[config.mk]
export PLATFORM = sky130hd
export DESIGN_NAME = pipe_top
export DESIGN_NICKNAME = d
export VERILOG_FILES = /design/src/source/pipe_pkg.sv /design/src/source/hazard.sv /design/src/source/fetch_stage.sv /design/src/source/decode_stage.sv /design/src/source/execute_stage.sv /design/src/source/memory_stage.sv /design/src/source/writeback_stage.sv /design/src/source/pipe_top.sv
export SDC_FILE = /design/constraint.sdc
export NUM_CORES = 1
export LEC_CHECK = 0
export ABC_AREA = 1
export BUFFER_PORTS_ARGS = -buffer_cell sky130_fd_sc_hd__buf_2
export CAP_MARGIN = 20
export CORE_MARGIN = 10
export CORE_UTILIZATION = 45
export DETAILED_ROUTE_END_ITERATION = 12
export SETUP_SLACK_MARGIN = 0.02
export SLEW_MARGIN = 20
export SYNTH_ARGS = -nofsm -noshare
export SYNTH_HDL_FRONTEND = slang
export SYNTH_SLANG_ARGS = --single-unit
[constraint.sdc]
create_clock -name clk -period 12.7 [get_ports clk]
set_clock_uncertainty 0.2 [all_clocks]
set_input_delay 1.905 -clock clk [delete_from_list [all_inputs] [get_ports clk]]
set_output_delay 1.905 -clock clk [all_outputs]
set_load 0.01 [all_outputs]
[src/source/pipe_pkg.sv]
`default_nettype none

package pipe_pkg;

    // instruction address
    typedef logic [31:0] pc_t;

    // register number
    // r0 is never a hazard source
    typedef logic [4:0] reg_addr_t;

    // extra execute cycles of a long ALU op
    typedef logic [3:0] alu_cnt_t;

    // multi-cycle sequencer in execute
    typedef enum logic {
        idle,
        busy
    } stage_state_t;

    // boot address
    localparam pc_t reset_pc_default = 32'h0000_0000;

    // trap handler entry
    localparam pc_t except_vector_default = 32'h0000_0180;

endpackage

`default_nettype wire

[src/source/hazard.sv]
`timescale 1ns/1ns
`default_nettype none

module hazard
    import pipe_pkg::*;
(
    input  wire            i_stall,
    input  wire            d_stall,
    input  wire            d_read_rs,
    input  wire            d_read_rt,
    input  wire reg_addr_t d_rs,
    input  wire reg_addr_t d_rt,
    input  wire            e_mem_to_reg,
    input  wire reg_addr_t e_waddr,
    input  wire            e_branch_taken,
    input  wire            e_alu_stall,
    input  wire            m_except,
    output logic           pc_en,
    output logic           f_ena,
    output logic           d_ena,
    output logic           e_ena,
    output logic           m_ena,
    output logic           w_ena,
    output logic           d_flush,
    output logic           e_flush,
    output logic           m_flush
);

    logic lw_stall;
    logic long_stall;
    logic is_flush;
    logic fd_wait_stall;
    logic fd_conflict_stall;
    logic redirect_hold;
    logic m_except_ok;
    logic br_ok;

    // load in E feeds a source read in D
    assign lw_stall = e_mem_to_reg && (e_waddr != '0) &&
                      ((d_read_rs && (d_rs == e_waddr)) || (d_read_rt && (d_rt == e_waddr)));

    // stalls from behind D
    assign long_stall = e_alu_stall | d_stall;

    // anything that moves the PC off the sequential path
    assign is_flush = m_except | e_branch_taken;

    // redirect pending, fetch still waiting
    assign fd_wait_stall = i_stall & is_flush;
    // redirect pending, back end held
    assign fd_conflict_stall = long_stall & is_flush;
    assign redirect_hold = fd_wait_stall | fd_conflict_stall;

    // redirects that actually fire this cycle
    assign m_except_ok = m_except & ~redirect_hold;
    assign br_ok = e_branch_taken & ~redirect_hold;

    assign pc_en = ~redirect_hold;

    // sequential fetch only when D takes the token
    assign f_ena = ~(i_stall | lw_stall | long_stall);
    assign d_ena = ~(lw_stall | long_stall | fd_wait_stall);
    assign e_ena = ~(long_stall | fd_wait_stall);
    assign m_ena = ~(long_stall | fd_wait_stall);
    // W also opens so the trapping token leaves M
    assign w_ena = ~(long_stall | fd_wait_stall) | m_except_ok;

    assign d_flush = m_except_ok | br_ok;
    // load-use bubble goes into E while D holds
    assign e_flush = m_except_ok | br_ok | (lw_stall & e_ena);
    assign m_flush = m_except_ok;

endmodule

`default_nettype wire

[src/source/fetch_stage.sv]
`timescale 1ns/1ns
`default_nettype none

module fetch_stage
    import pipe_pkg::*;
#(
    parameter pc_t reset_pc      = reset_pc_default,
    parameter pc_t except_vector = except_vector_default
) (
    input  wire            clk,
    input  wire            arst_n,
    input  wire            pc_en,
    input  wire            f_ena,
    input  wire            e_branch_taken,
    input  wire pc_t       br_target,
    input  wire            m_except_ok,
    input  wire            i_stall,
    output pc_t            imem_addr,
    input  wire reg_addr_t imem_rs,
    input  wire reg_addr_t imem_rt,
    input  wire            imem_read_rs,
    input  wire            imem_read_rt,
    input  wire reg_addr_t imem_waddr,
    input  wire            imem_mem_to_reg,
    input  wire            imem_br_taken,
    input  wire pc_t       imem_br_target,
    input  wire alu_cnt_t  imem_alu_cnt,
    input  wire            imem_trap,
    output logic           f_valid,
    output pc_t            f_pc,
    output reg_addr_t      f_rs,
    output reg_addr_t      f_rt,
    output logic           f_read_rs,
    output logic           f_read_rt,
    output reg_addr_t      f_waddr,
    output logic           f_mem_to_reg,
    output logic           f_br_taken,
    output pc_t            f_br_target,
    output alu_cnt_t       f_alu_cnt,
    output logic           f_trap
);

    pc_t pc;

    // exception beats branch, both wait for pc_en
    always_ff @(posedge clk or negedge arst_n) begin
        if (!arst_n) begin
            pc <= reset_pc;
        end else if (pc_en && m_except_ok) begin
            pc <= except_vector;
        end else if (pc_en && e_branch_taken) begin
            pc <= br_target;
        end else if (f_ena) begin
            pc <= pc + 32'd4;
        end
    end

    assign imem_addr = pc;

    // memory answers in the same cycle unless stalled
    assign f_valid      = ~i_stall;
    assign f_pc         = pc;
    assign f_rs         = imem_rs;
    assign f_rt         = imem_rt;
    assign f_read_rs    = imem_read_rs;
    assign f_read_rt    = imem_read_rt;
    assign f_waddr      = imem_waddr;
    assign f_mem_to_reg = imem_mem_to_reg;
    assign f_br_taken   = imem_br_taken;
    assign f_br_target  = imem_br_target;
    assign f_alu_cnt    = imem_alu_cnt;
    assign f_trap       = imem_trap;

endmodule

`default_nettype wire

[src/source/decode_stage.sv]
`timescale 1ns/1ns
`default_nettype none

module decode_stage
    import pipe_pkg::*;
(
    input  wire            clk,
    input  wire            arst_n,
    input  wire            d_ena,
    input  wire            d_flush,
    input  wire            f_valid,
    input  wire pc_t       f_pc,
    input  wire reg_addr_t f_rs,
    input  wire reg_addr_t f_rt,
    input  wire            f_read_rs,
    input  wire            f_read_rt,
    input  wire reg_addr_t f_waddr,
    input  wire            f_mem_to_reg,
    input  wire            f_br_taken,
    input  wire pc_t       f_br_target,
    input  wire alu_cnt_t  f_alu_cnt,
    input  wire            f_trap,
    output logic           d_valid,
    output pc_t            d_pc,
    output reg_addr_t      d_rs,
    output reg_addr_t      d_rt,
    output logic           d_read_rs,
    output logic           d_read_rt,
    output reg_addr_t      d_waddr,
    output logic           d_mem_to_reg,
    output logic           d_br_taken,
    output pc_t            d_br_target,
    output alu_cnt_t       d_alu_cnt,
    output logic           d_trap
);

    // read flags only count for a live token
    always_ff @(posedge clk or negedge arst_n) begin
        if (!arst_n) begin
            d_valid   <= 1'b0;
            d_read_rs <= 1'b0;
            d_read_rt <= 1'b0;
        end else if (d_flush) begin
            d_valid   <= 1'b0;
            d_read_rs <= 1'b0;
            d_read_rt <= 1'b0;
        end else if (d_ena) begin
            d_valid   <= f_valid;
            d_read_rs <= f_valid & f_read_rs;
            d_read_rt <= f_valid & f_read_rt;
        end
    end

    always_ff @(posedge clk) begin
        if (d_ena) begin
            d_pc         <= f_pc;
            d_rs         <= f_rs;
            d_rt         <= f_rt;
            d_waddr      <= f_waddr;
            d_mem_to_reg <= f_mem_to_reg;
            d_br_taken   <= f_br_taken;
            d_br_target  <= f_br_target;
            d_alu_cnt    <= f_alu_cnt;
            d_trap       <= f_trap;
        end
    end

endmodule

`default_nettype wire

[src/source/execute_stage.sv]
`timescale 1ns/1ns
`default_nettype none

module execute_stage
    import pipe_pkg::*;
(
    input  wire            clk,
    input  wire            arst_n,
    input  wire            e_ena,
    input  wire            e_flush,
    input  wire            d_valid,
    input  wire pc_t       d_pc,
    input  wire reg_addr_t d_waddr,
    input  wire            d_mem_to_reg,
    input  wire            d_br_taken,
    input  wire pc_t       d_br_target,
    input  wire alu_cnt_t  d_alu_cnt,
    input  wire            d_trap,
    output logic           e_valid,
    output pc_t            e_pc,
    output reg_addr_t      e_waddr,
    output logic           e_mem_to_reg,
    output logic           e_trap,
    output logic           e_alu_stall,
    output logic           e_branch_taken,
    output pc_t            br_target
);

    logic         br_taken;
    alu_cnt_t     alu_cnt;
    stage_state_t state;
    alu_cnt_t     cnt;

    always_ff @(posedge clk or negedge arst_n) begin
        if (!arst_n) begin
            e_valid      <= 1'b0;
            e_mem_to_reg <= 1'b0;
        end else if (e_flush) begin
            e_valid      <= 1'b0;
            e_mem_to_reg <= 1'b0;
        end else if (e_ena) begin
            e_valid      <= d_valid;
            e_mem_to_reg <= d_valid & d_mem_to_reg;
        end
    end

    always_ff @(posedge clk) begin
        if (e_ena) begin
            e_pc      <= d_pc;
            e_waddr   <= d_waddr;
            e_trap    <= d_trap;
            br_taken  <= d_br_taken;
            br_target <= d_br_target;
            alu_cnt   <= d_alu_cnt;
        end
    end

    // first stall cycle comes from idle, the rest from the counter
    always_comb begin
        if (state == idle) begin
            e_alu_stall = e_valid && (alu_cnt != '0);
        end else begin
            e_alu_stall = (cnt != '0);
        end
    end

    always_ff @(posedge clk or negedge arst_n) begin
        if (!arst_n) begin
            state <= idle;
            cnt   <= '0;
        end else if (e_flush) begin
            state <= idle;
            cnt   <= '0;
        end else begin
            case (state)
                idle: begin
                    if (e_valid && (alu_cnt != '0)) begin
                        state <= busy;
                        cnt   <= alu_cnt - 1'b1;
                    end
                end
                busy: begin
                    if (cnt != '0) begin
                        cnt <= cnt - 1'b1;
                    end else if (e_ena) begin
                        // token moves on, ready for the next one
                        state <= idle;
                    end
                end
                default: state <= idle;
            endcase
        end
    end

    // resolve only once the long op is done
    assign e_branch_taken = e_valid & br_taken & ~e_alu_stall;

endmodule

`default_nettype wire

[src/source/memory_stage.sv]
`timescale 1ns/1ns
`default_nettype none

module memory_stage
    import pipe_pkg::*;
(
    input  wire            clk,
    input  wire            arst_n,
    input  wire            m_ena,
    input  wire            m_flush,
    input  wire            e_valid,
    input  wire pc_t       e_pc,
    input  wire reg_addr_t e_waddr,
    input  wire            e_trap,
    output logic           m_valid,
    output pc_t            m_pc,
    output reg_addr_t      m_waddr,
    output logic           m_trap,
    output logic           m_first,
    output logic           m_except
);

    // set by a taken trap until the handler's first token shows up
    logic handler_pending;

    always_ff @(posedge clk or negedge arst_n) begin
        if (!arst_n) begin
            m_valid         <= 1'b0;
            m_first         <= 1'b0;
            handler_pending <= 1'b0;
        end else if (m_flush) begin
            m_valid <= 1'b0;
            m_first <= 1'b0;
            if (m_except) begin
                handler_pending <= 1'b1;
            end
        end else if (m_ena) begin
            m_valid <= e_valid;
            m_first <= e_valid & handler_pending;
            if (e_valid) begin
                handler_pending <= 1'b0;
            end
        end
    end

    always_ff @(posedge clk) begin
        if (m_ena) begin
            m_pc    <= e_pc;
            m_waddr <= e_waddr;
            m_trap  <= e_trap;
        end
    end

    assign m_except = m_valid & m_trap;

endmodule

`default_nettype wire

[src/source/writeback_stage.sv]
`timescale 1ns/1ns
`default_nettype none

module writeback_stage
    import pipe_pkg::*;
(
    input  wire            clk,
    input  wire            arst_n,
    input  wire            w_ena,
    input  wire            m_valid,
    input  wire pc_t       m_pc,
    input  wire reg_addr_t m_waddr,
    input  wire            m_trap,
    input  wire            m_first,
    output logic           retire_valid,
    output pc_t            retire_pc,
    output reg_addr_t      retire_waddr,
    output logic           retire_except
);

    logic w_valid;
    logic w_first;

    // trapping token is dropped here
    always_ff @(posedge clk or negedge arst_n) begin
        if (!arst_n) begin
            w_valid <= 1'b0;
            w_first <= 1'b0;
        end else if (w_ena) begin
            w_valid <= m_valid & ~m_trap;
            w_first <= m_first;
        end else begin
            // bubble
            w_valid <= 1'b0;
            w_first <= 1'b0;
        end
    end

    always_ff @(posedge clk) begin
        if (w_ena) begin
            retire_pc    <= m_pc;
            retire_waddr <= m_waddr;
        end
    end

    assign retire_valid  = w_valid;
    assign retire_except = w_valid & w_first;

endmodule

`default_nettype wire

[src/source/pipe_top.sv]
`timescale 1ns/1ns
`default_nettype none

module pipe_top
    import pipe_pkg::*;
#(
    parameter pc_t reset_pc      = reset_pc_default,
    parameter pc_t except_vector = except_vector_default
) (
    input  wire            clk,
    input  wire            arst_n,
    output pc_t            imem_addr,
    input  wire reg_addr_t imem_rs,
    input  wire reg_addr_t imem_rt,
    input  wire            imem_read_rs,
    input  wire            imem_read_rt,
    input  wire reg_addr_t imem_waddr,
    input  wire            imem_mem_to_reg,
    input  wire            imem_br_taken,
    input  wire pc_t       imem_br_target,
    input  wire alu_cnt_t  imem_alu_cnt,
    input  wire            imem_trap,
    input  wire            i_stall,
    input  wire            d_stall,
    output logic           retire_valid,
    output pc_t            retire_pc,
    output reg_addr_t      retire_waddr,
    output logic           retire_except
);

    logic pc_en, f_ena, d_ena, e_ena, m_ena, w_ena;
    logic d_flush, e_flush, m_flush;

    logic      f_valid, f_read_rs, f_read_rt, f_mem_to_reg, f_br_taken, f_trap;
    pc_t       f_pc, f_br_target;
    reg_addr_t f_rs, f_rt, f_waddr;
    alu_cnt_t  f_alu_cnt;

    logic      d_valid, d_read_rs, d_read_rt, d_mem_to_reg, d_br_taken, d_trap;
    pc_t       d_pc, d_br_target;
    reg_addr_t d_rs, d_rt, d_waddr;
    alu_cnt_t  d_alu_cnt;

    logic      e_valid, e_mem_to_reg, e_trap, e_alu_stall, e_branch_taken;
    pc_t       e_pc, br_target;
    reg_addr_t e_waddr;

    logic      m_valid, m_trap, m_first, m_except;
    pc_t       m_pc;
    reg_addr_t m_waddr;

    hazard u_hazard (
        .i_stall(i_stall), .d_stall(d_stall),
        .d_read_rs(d_read_rs), .d_read_rt(d_read_rt), .d_rs(d_rs), .d_rt(d_rt),
        .e_mem_to_reg(e_mem_to_reg), .e_waddr(e_waddr),
        .e_branch_taken(e_branch_taken), .e_alu_stall(e_alu_stall), .m_except(m_except),
        .pc_en(pc_en), .f_ena(f_ena), .d_ena(d_ena), .e_ena(e_ena),
        .m_ena(m_ena), .w_ena(w_ena),
        .d_flush(d_flush), .e_flush(e_flush), .m_flush(m_flush)
    );

    fetch_stage #(
        .reset_pc(reset_pc),
        .except_vector(except_vector)
    ) u_fetch (
        .clk(clk), .arst_n(arst_n), .pc_en(pc_en), .f_ena(f_ena),
        .e_branch_taken(e_branch_taken), .br_target(br_target),
        .m_except_ok(m_except), .i_stall(i_stall), .imem_addr(imem_addr),
        .imem_rs(imem_rs), .imem_rt(imem_rt),
        .imem_read_rs(imem_read_rs), .imem_read_rt(imem_read_rt),
        .imem_waddr(imem_waddr), .imem_mem_to_reg(imem_mem_to_reg),
        .imem_br_taken(imem_br_taken), .imem_br_target(imem_br_target),
        .imem_alu_cnt(imem_alu_cnt), .imem_trap(imem_trap),
        .f_valid(f_valid), .f_pc(f_pc), .f_rs(f_rs), .f_rt(f_rt),
        .f_read_rs(f_read_rs), .f_read_rt(f_read_rt), .f_waddr(f_waddr),
        .f_mem_to_reg(f_mem_to_reg), .f_br_taken(f_br_taken),
        .f_br_target(f_br_target), .f_alu_cnt(f_alu_cnt), .f_trap(f_trap)
    );

    decode_stage u_decode (
        .clk(clk), .arst_n(arst_n), .d_ena(d_ena), .d_flush(d_flush),
        .f_valid(f_valid), .f_pc(f_pc), .f_rs(f_rs), .f_rt(f_rt),
        .f_read_rs(f_read_rs), .f_read_rt(f_read_rt), .f_waddr(f_waddr),
        .f_mem_to_reg(f_mem_to_reg), .f_br_taken(f_br_taken),
        .f_br_target(f_br_target), .f_alu_cnt(f_alu_cnt), .f_trap(f_trap),
        .d_valid(d_valid), .d_pc(d_pc), .d_rs(d_rs), .d_rt(d_rt),
        .d_read_rs(d_read_rs), .d_read_rt(d_read_rt), .d_waddr(d_waddr),
        .d_mem_to_reg(d_mem_to_reg), .d_br_taken(d_br_taken),
        .d_br_target(d_br_target), .d_alu_cnt(d_alu_cnt), .d_trap(d_trap)
    );

    execute_stage u_execute (
        .clk(clk), .arst_n(arst_n), .e_ena(e_ena), .e_flush(e_flush),
        .d_valid(d_valid), .d_pc(d_pc), .d_waddr(d_waddr),
        .d_mem_to_reg(d_mem_to_reg), .d_br_taken(d_br_taken),
        .d_br_target(d_br_target), .d_alu_cnt(d_alu_cnt), .d_trap(d_trap),
        .e_valid(e_valid), .e_pc(e_pc), .e_waddr(e_waddr),
        .e_mem_to_reg(e_mem_to_reg), .e_trap(e_trap), .e_alu_stall(e_alu_stall),
        .e_branch_taken(e_branch_taken), .br_target(br_target)
    );

    memory_stage u_memory (
        .clk(clk), .arst_n(arst_n), .m_ena(m_ena), .m_flush(m_flush),
        .e_valid(e_valid), .e_pc(e_pc), .e_waddr(e_waddr), .e_trap(e_trap),
        .m_valid(m_valid), .m_pc(m_pc), .m_waddr(m_waddr), .m_trap(m_trap),
        .m_first(m_first), .m_except(m_except)
    );

    writeback_stage u_writeback (
        .clk(clk), .arst_n(arst_n), .w_ena(w_ena),
        .m_valid(m_valid), .m_pc(m_pc), .m_waddr(m_waddr),
        .m_trap(m_trap), .m_first(m_first),
        .retire_valid(retire_valid), .retire_pc(retire_pc),
        .retire_waddr(retire_waddr), .retire_except(retire_except)
    );

endmodule

`default_nettype wire

==> qor.yml <==
fmax_mhz: 247
area_delta_synth_final_pct: 17.6
area.sequential_mm2: 0.00826
nets: 1030
drtIter0Drc: 394
io_pins: 131
dieArea_mm2: 0.0303
cts_resized: 0
min_path_cells: 0
hold_ws_ps: 214
grt_util_met1_pct: 17.5
relSlewSlack_pct: 34.8
fin_setup_tns_ps: 0
path_clk_slew_ps: 60
seq_area_frac_synth_pct: 77.4
endpoint: "u_execute.e_pc[26]"
synth_edf_count: 236
finalInstanceArea_mm2: 0.0126
placed_cell_area_mm2: 0.0117
syn-instance-count: 822
cts_sinks: 283
rows: 56
r2r_slack_ps: 8660
drc_errors: 0
grt_pass1_vias: 6125
clockBufferDepth: 3
required_ps: 12660
drv_cap: 0
vias: 6105
cts_tree: "done"
worst_setup_path_start_kind: "register"
clock_latency_ps: 530
fin_crit_sh_pct: 31.8
gp_congestion: 0.863
fin_crit_ps: 4040
track_usage_pct: 13.1
rsz0062_at_grt: "no"
wirelength_um: 20100
portBuffers: 130
wl_per_cell_um: 15.4
top_usage_layer: "met2"
met3_usage_pct: 3.23
start_util_pct: 45.6
timing.rr.end: "u_execute.e_pc[26]"
pre_cts_ws_ps: 8200
worstSetupPathType: "reg2reg"
end_kind: "register"
leakagePower_uw: 0.00510
synth_nets: 884
core-area_mm2: 0.0234
multi_input_area_mm2: 0.00214
status: "completed"
drv_slew: 0
final-setup-viol-count: 0
synthArstFlopShare_pct: 16.6
worst_slack_ps: 8660
vias_per_cell: 4.66
cts_buffers: 29
postCtsSetupBuffers: 0
cts_hold_buf: 0
grt-ovfl-total: 0
grt_use_met2_pct: 20.4
vdd_drop_max_mv: 0.107
syn_area_mm2: 0.0107
avgSynthCellArea_um2: 13.0
worstSetupStartpoint: "u_execute.e_valid"
ant_nets: 0
critPathArrivalTime_ps: 4000
die_y_um: 174
h-tree-depth: 1
synth-seq-cells: 283
nFillCells: 2049
hpwl_um: 13600
grt_antenna_before_repair: 0
ys_types: 30
ys_warn_count: 0
reg2regPathDepth: 8
r2r-start: "u_execute.e_valid"
hold_viol_final: 0
hold_class: "reg2reg"
crit_fanout: 67
die_width_um: 174
utilization_pct: 53.6
antenna_cells: 0
worst_slew_pin_slew_ps: 974
drt_first_pass_iters: 4
synth_flop_cell: "edfxtp_1"
powerDensity_mw_per_mm2: 234
grt_max_degree: 68
layout-drive-gt1-share_pct: 19.7
grt_pass1_wl_um: 32500
root_buffer: "clkbuf_16"
==> synth_stat cells, types with 6 or more instances <==
library cell	n	area [µm²]
edfxtp_1	236	7090
xor2_1	8	70.1
inv_1	42	158
buf_2	9	45.0
o21ai_1	6	30.0
nand3_1	71	355
xnor2_1	9	78.8
dfrtp_1	47	1180
o21ai_0	10	50.1
nand2_1	263	987
nand3b_1	13	97.6
nor2_1	72	270
==> per-stage QoR <==
stage	total power, µW	instances
floorplan	1960	822
global placement	2160	1256
CTS	2980	1309
global route	3120	1309
finish	2940	1309
detailed placement	2180	1256
==> cell type report <==
type	instances	area share [%]
multi-input cells	473	17.0
inverters	47	1.43
clock buffers	35	5.96
clock inverters	18	1.17
repair buffers	134	5.42
flip-flops and latches	283	65.8
well taps	319	3.18
==> cells by family (layout without fill, tap and decap cells) <==
logic type / Yosys count / after routing / synth area share [%]
AO/OA/AOI/OAI: 22 / 22 / 1.21
multiplexers: 1 / 1 / 0.0938
flip-flops: 283 / 283 / 77.4
buffers and inverters: 66 / 234 / 2.71
XOR/XNOR: 17 / 17 / 1.39
adder cells (fa/ha/maj): 2 / 2 / 0.234
AND/OR/NAND/NOR: 431 / 431 / 17.0
==> routing by layer <==
layer / share of wire (%) / wire [µm]
met2: 46 / 9230
met1: 45 / 9040
met4: 2.2 / 448
met5: 0 / 0
met3: 6.9 / 1390
==> report_power, final <==
group	internal (µW)	switching [µW]
Sequential	1430	171
Clock	460	331
Combinational	173	377
==> layout by cell type (no fill, tap or decap), drive strengths merged, types with 8 or more instances in the layout <==
cell type / instances
nand2: 267
edfxtp: 236
buf: 134
nor2: 76
nand3: 74
dfrtp: 47
inv: 47
clkbuf: 35
o21ai: 18
nand3b: 13
clkinv: 13
xnor2: 9
xor2: 8
==> how the worst min path moves through the flow <==
stage	slack [ps]	end	start
floorplan	200	u_execute.alu_cnt[0]	u_decode.d_alu_cnt[0]
global placement	200	u_memory.m_pc[28]	u_execute.e_pc[28]
detailed placement	200	u_execute.e_pc[12]	u_decode.d_pc[12]
CTS	210	u_execute.br_target[15]	u_decode.d_br_target[15]
global route	220	u_execute.br_target[17]	u_decode.d_br_target[17]
finish	210	u_execute.br_target[12]	u_decode.d_br_target[12]
==> worst max-delay path, cell delays in order, from the launching register on <==
cell and delay (ps):
dfrtp_1 470, nand2_1 100, clkinv_1 660, nand3_1 380, nand2_2 150, nand2_1 110
nand2_1 290, inv_4 550, buf_4 720
Note: power is estimated with default switching activity, not from simulation.
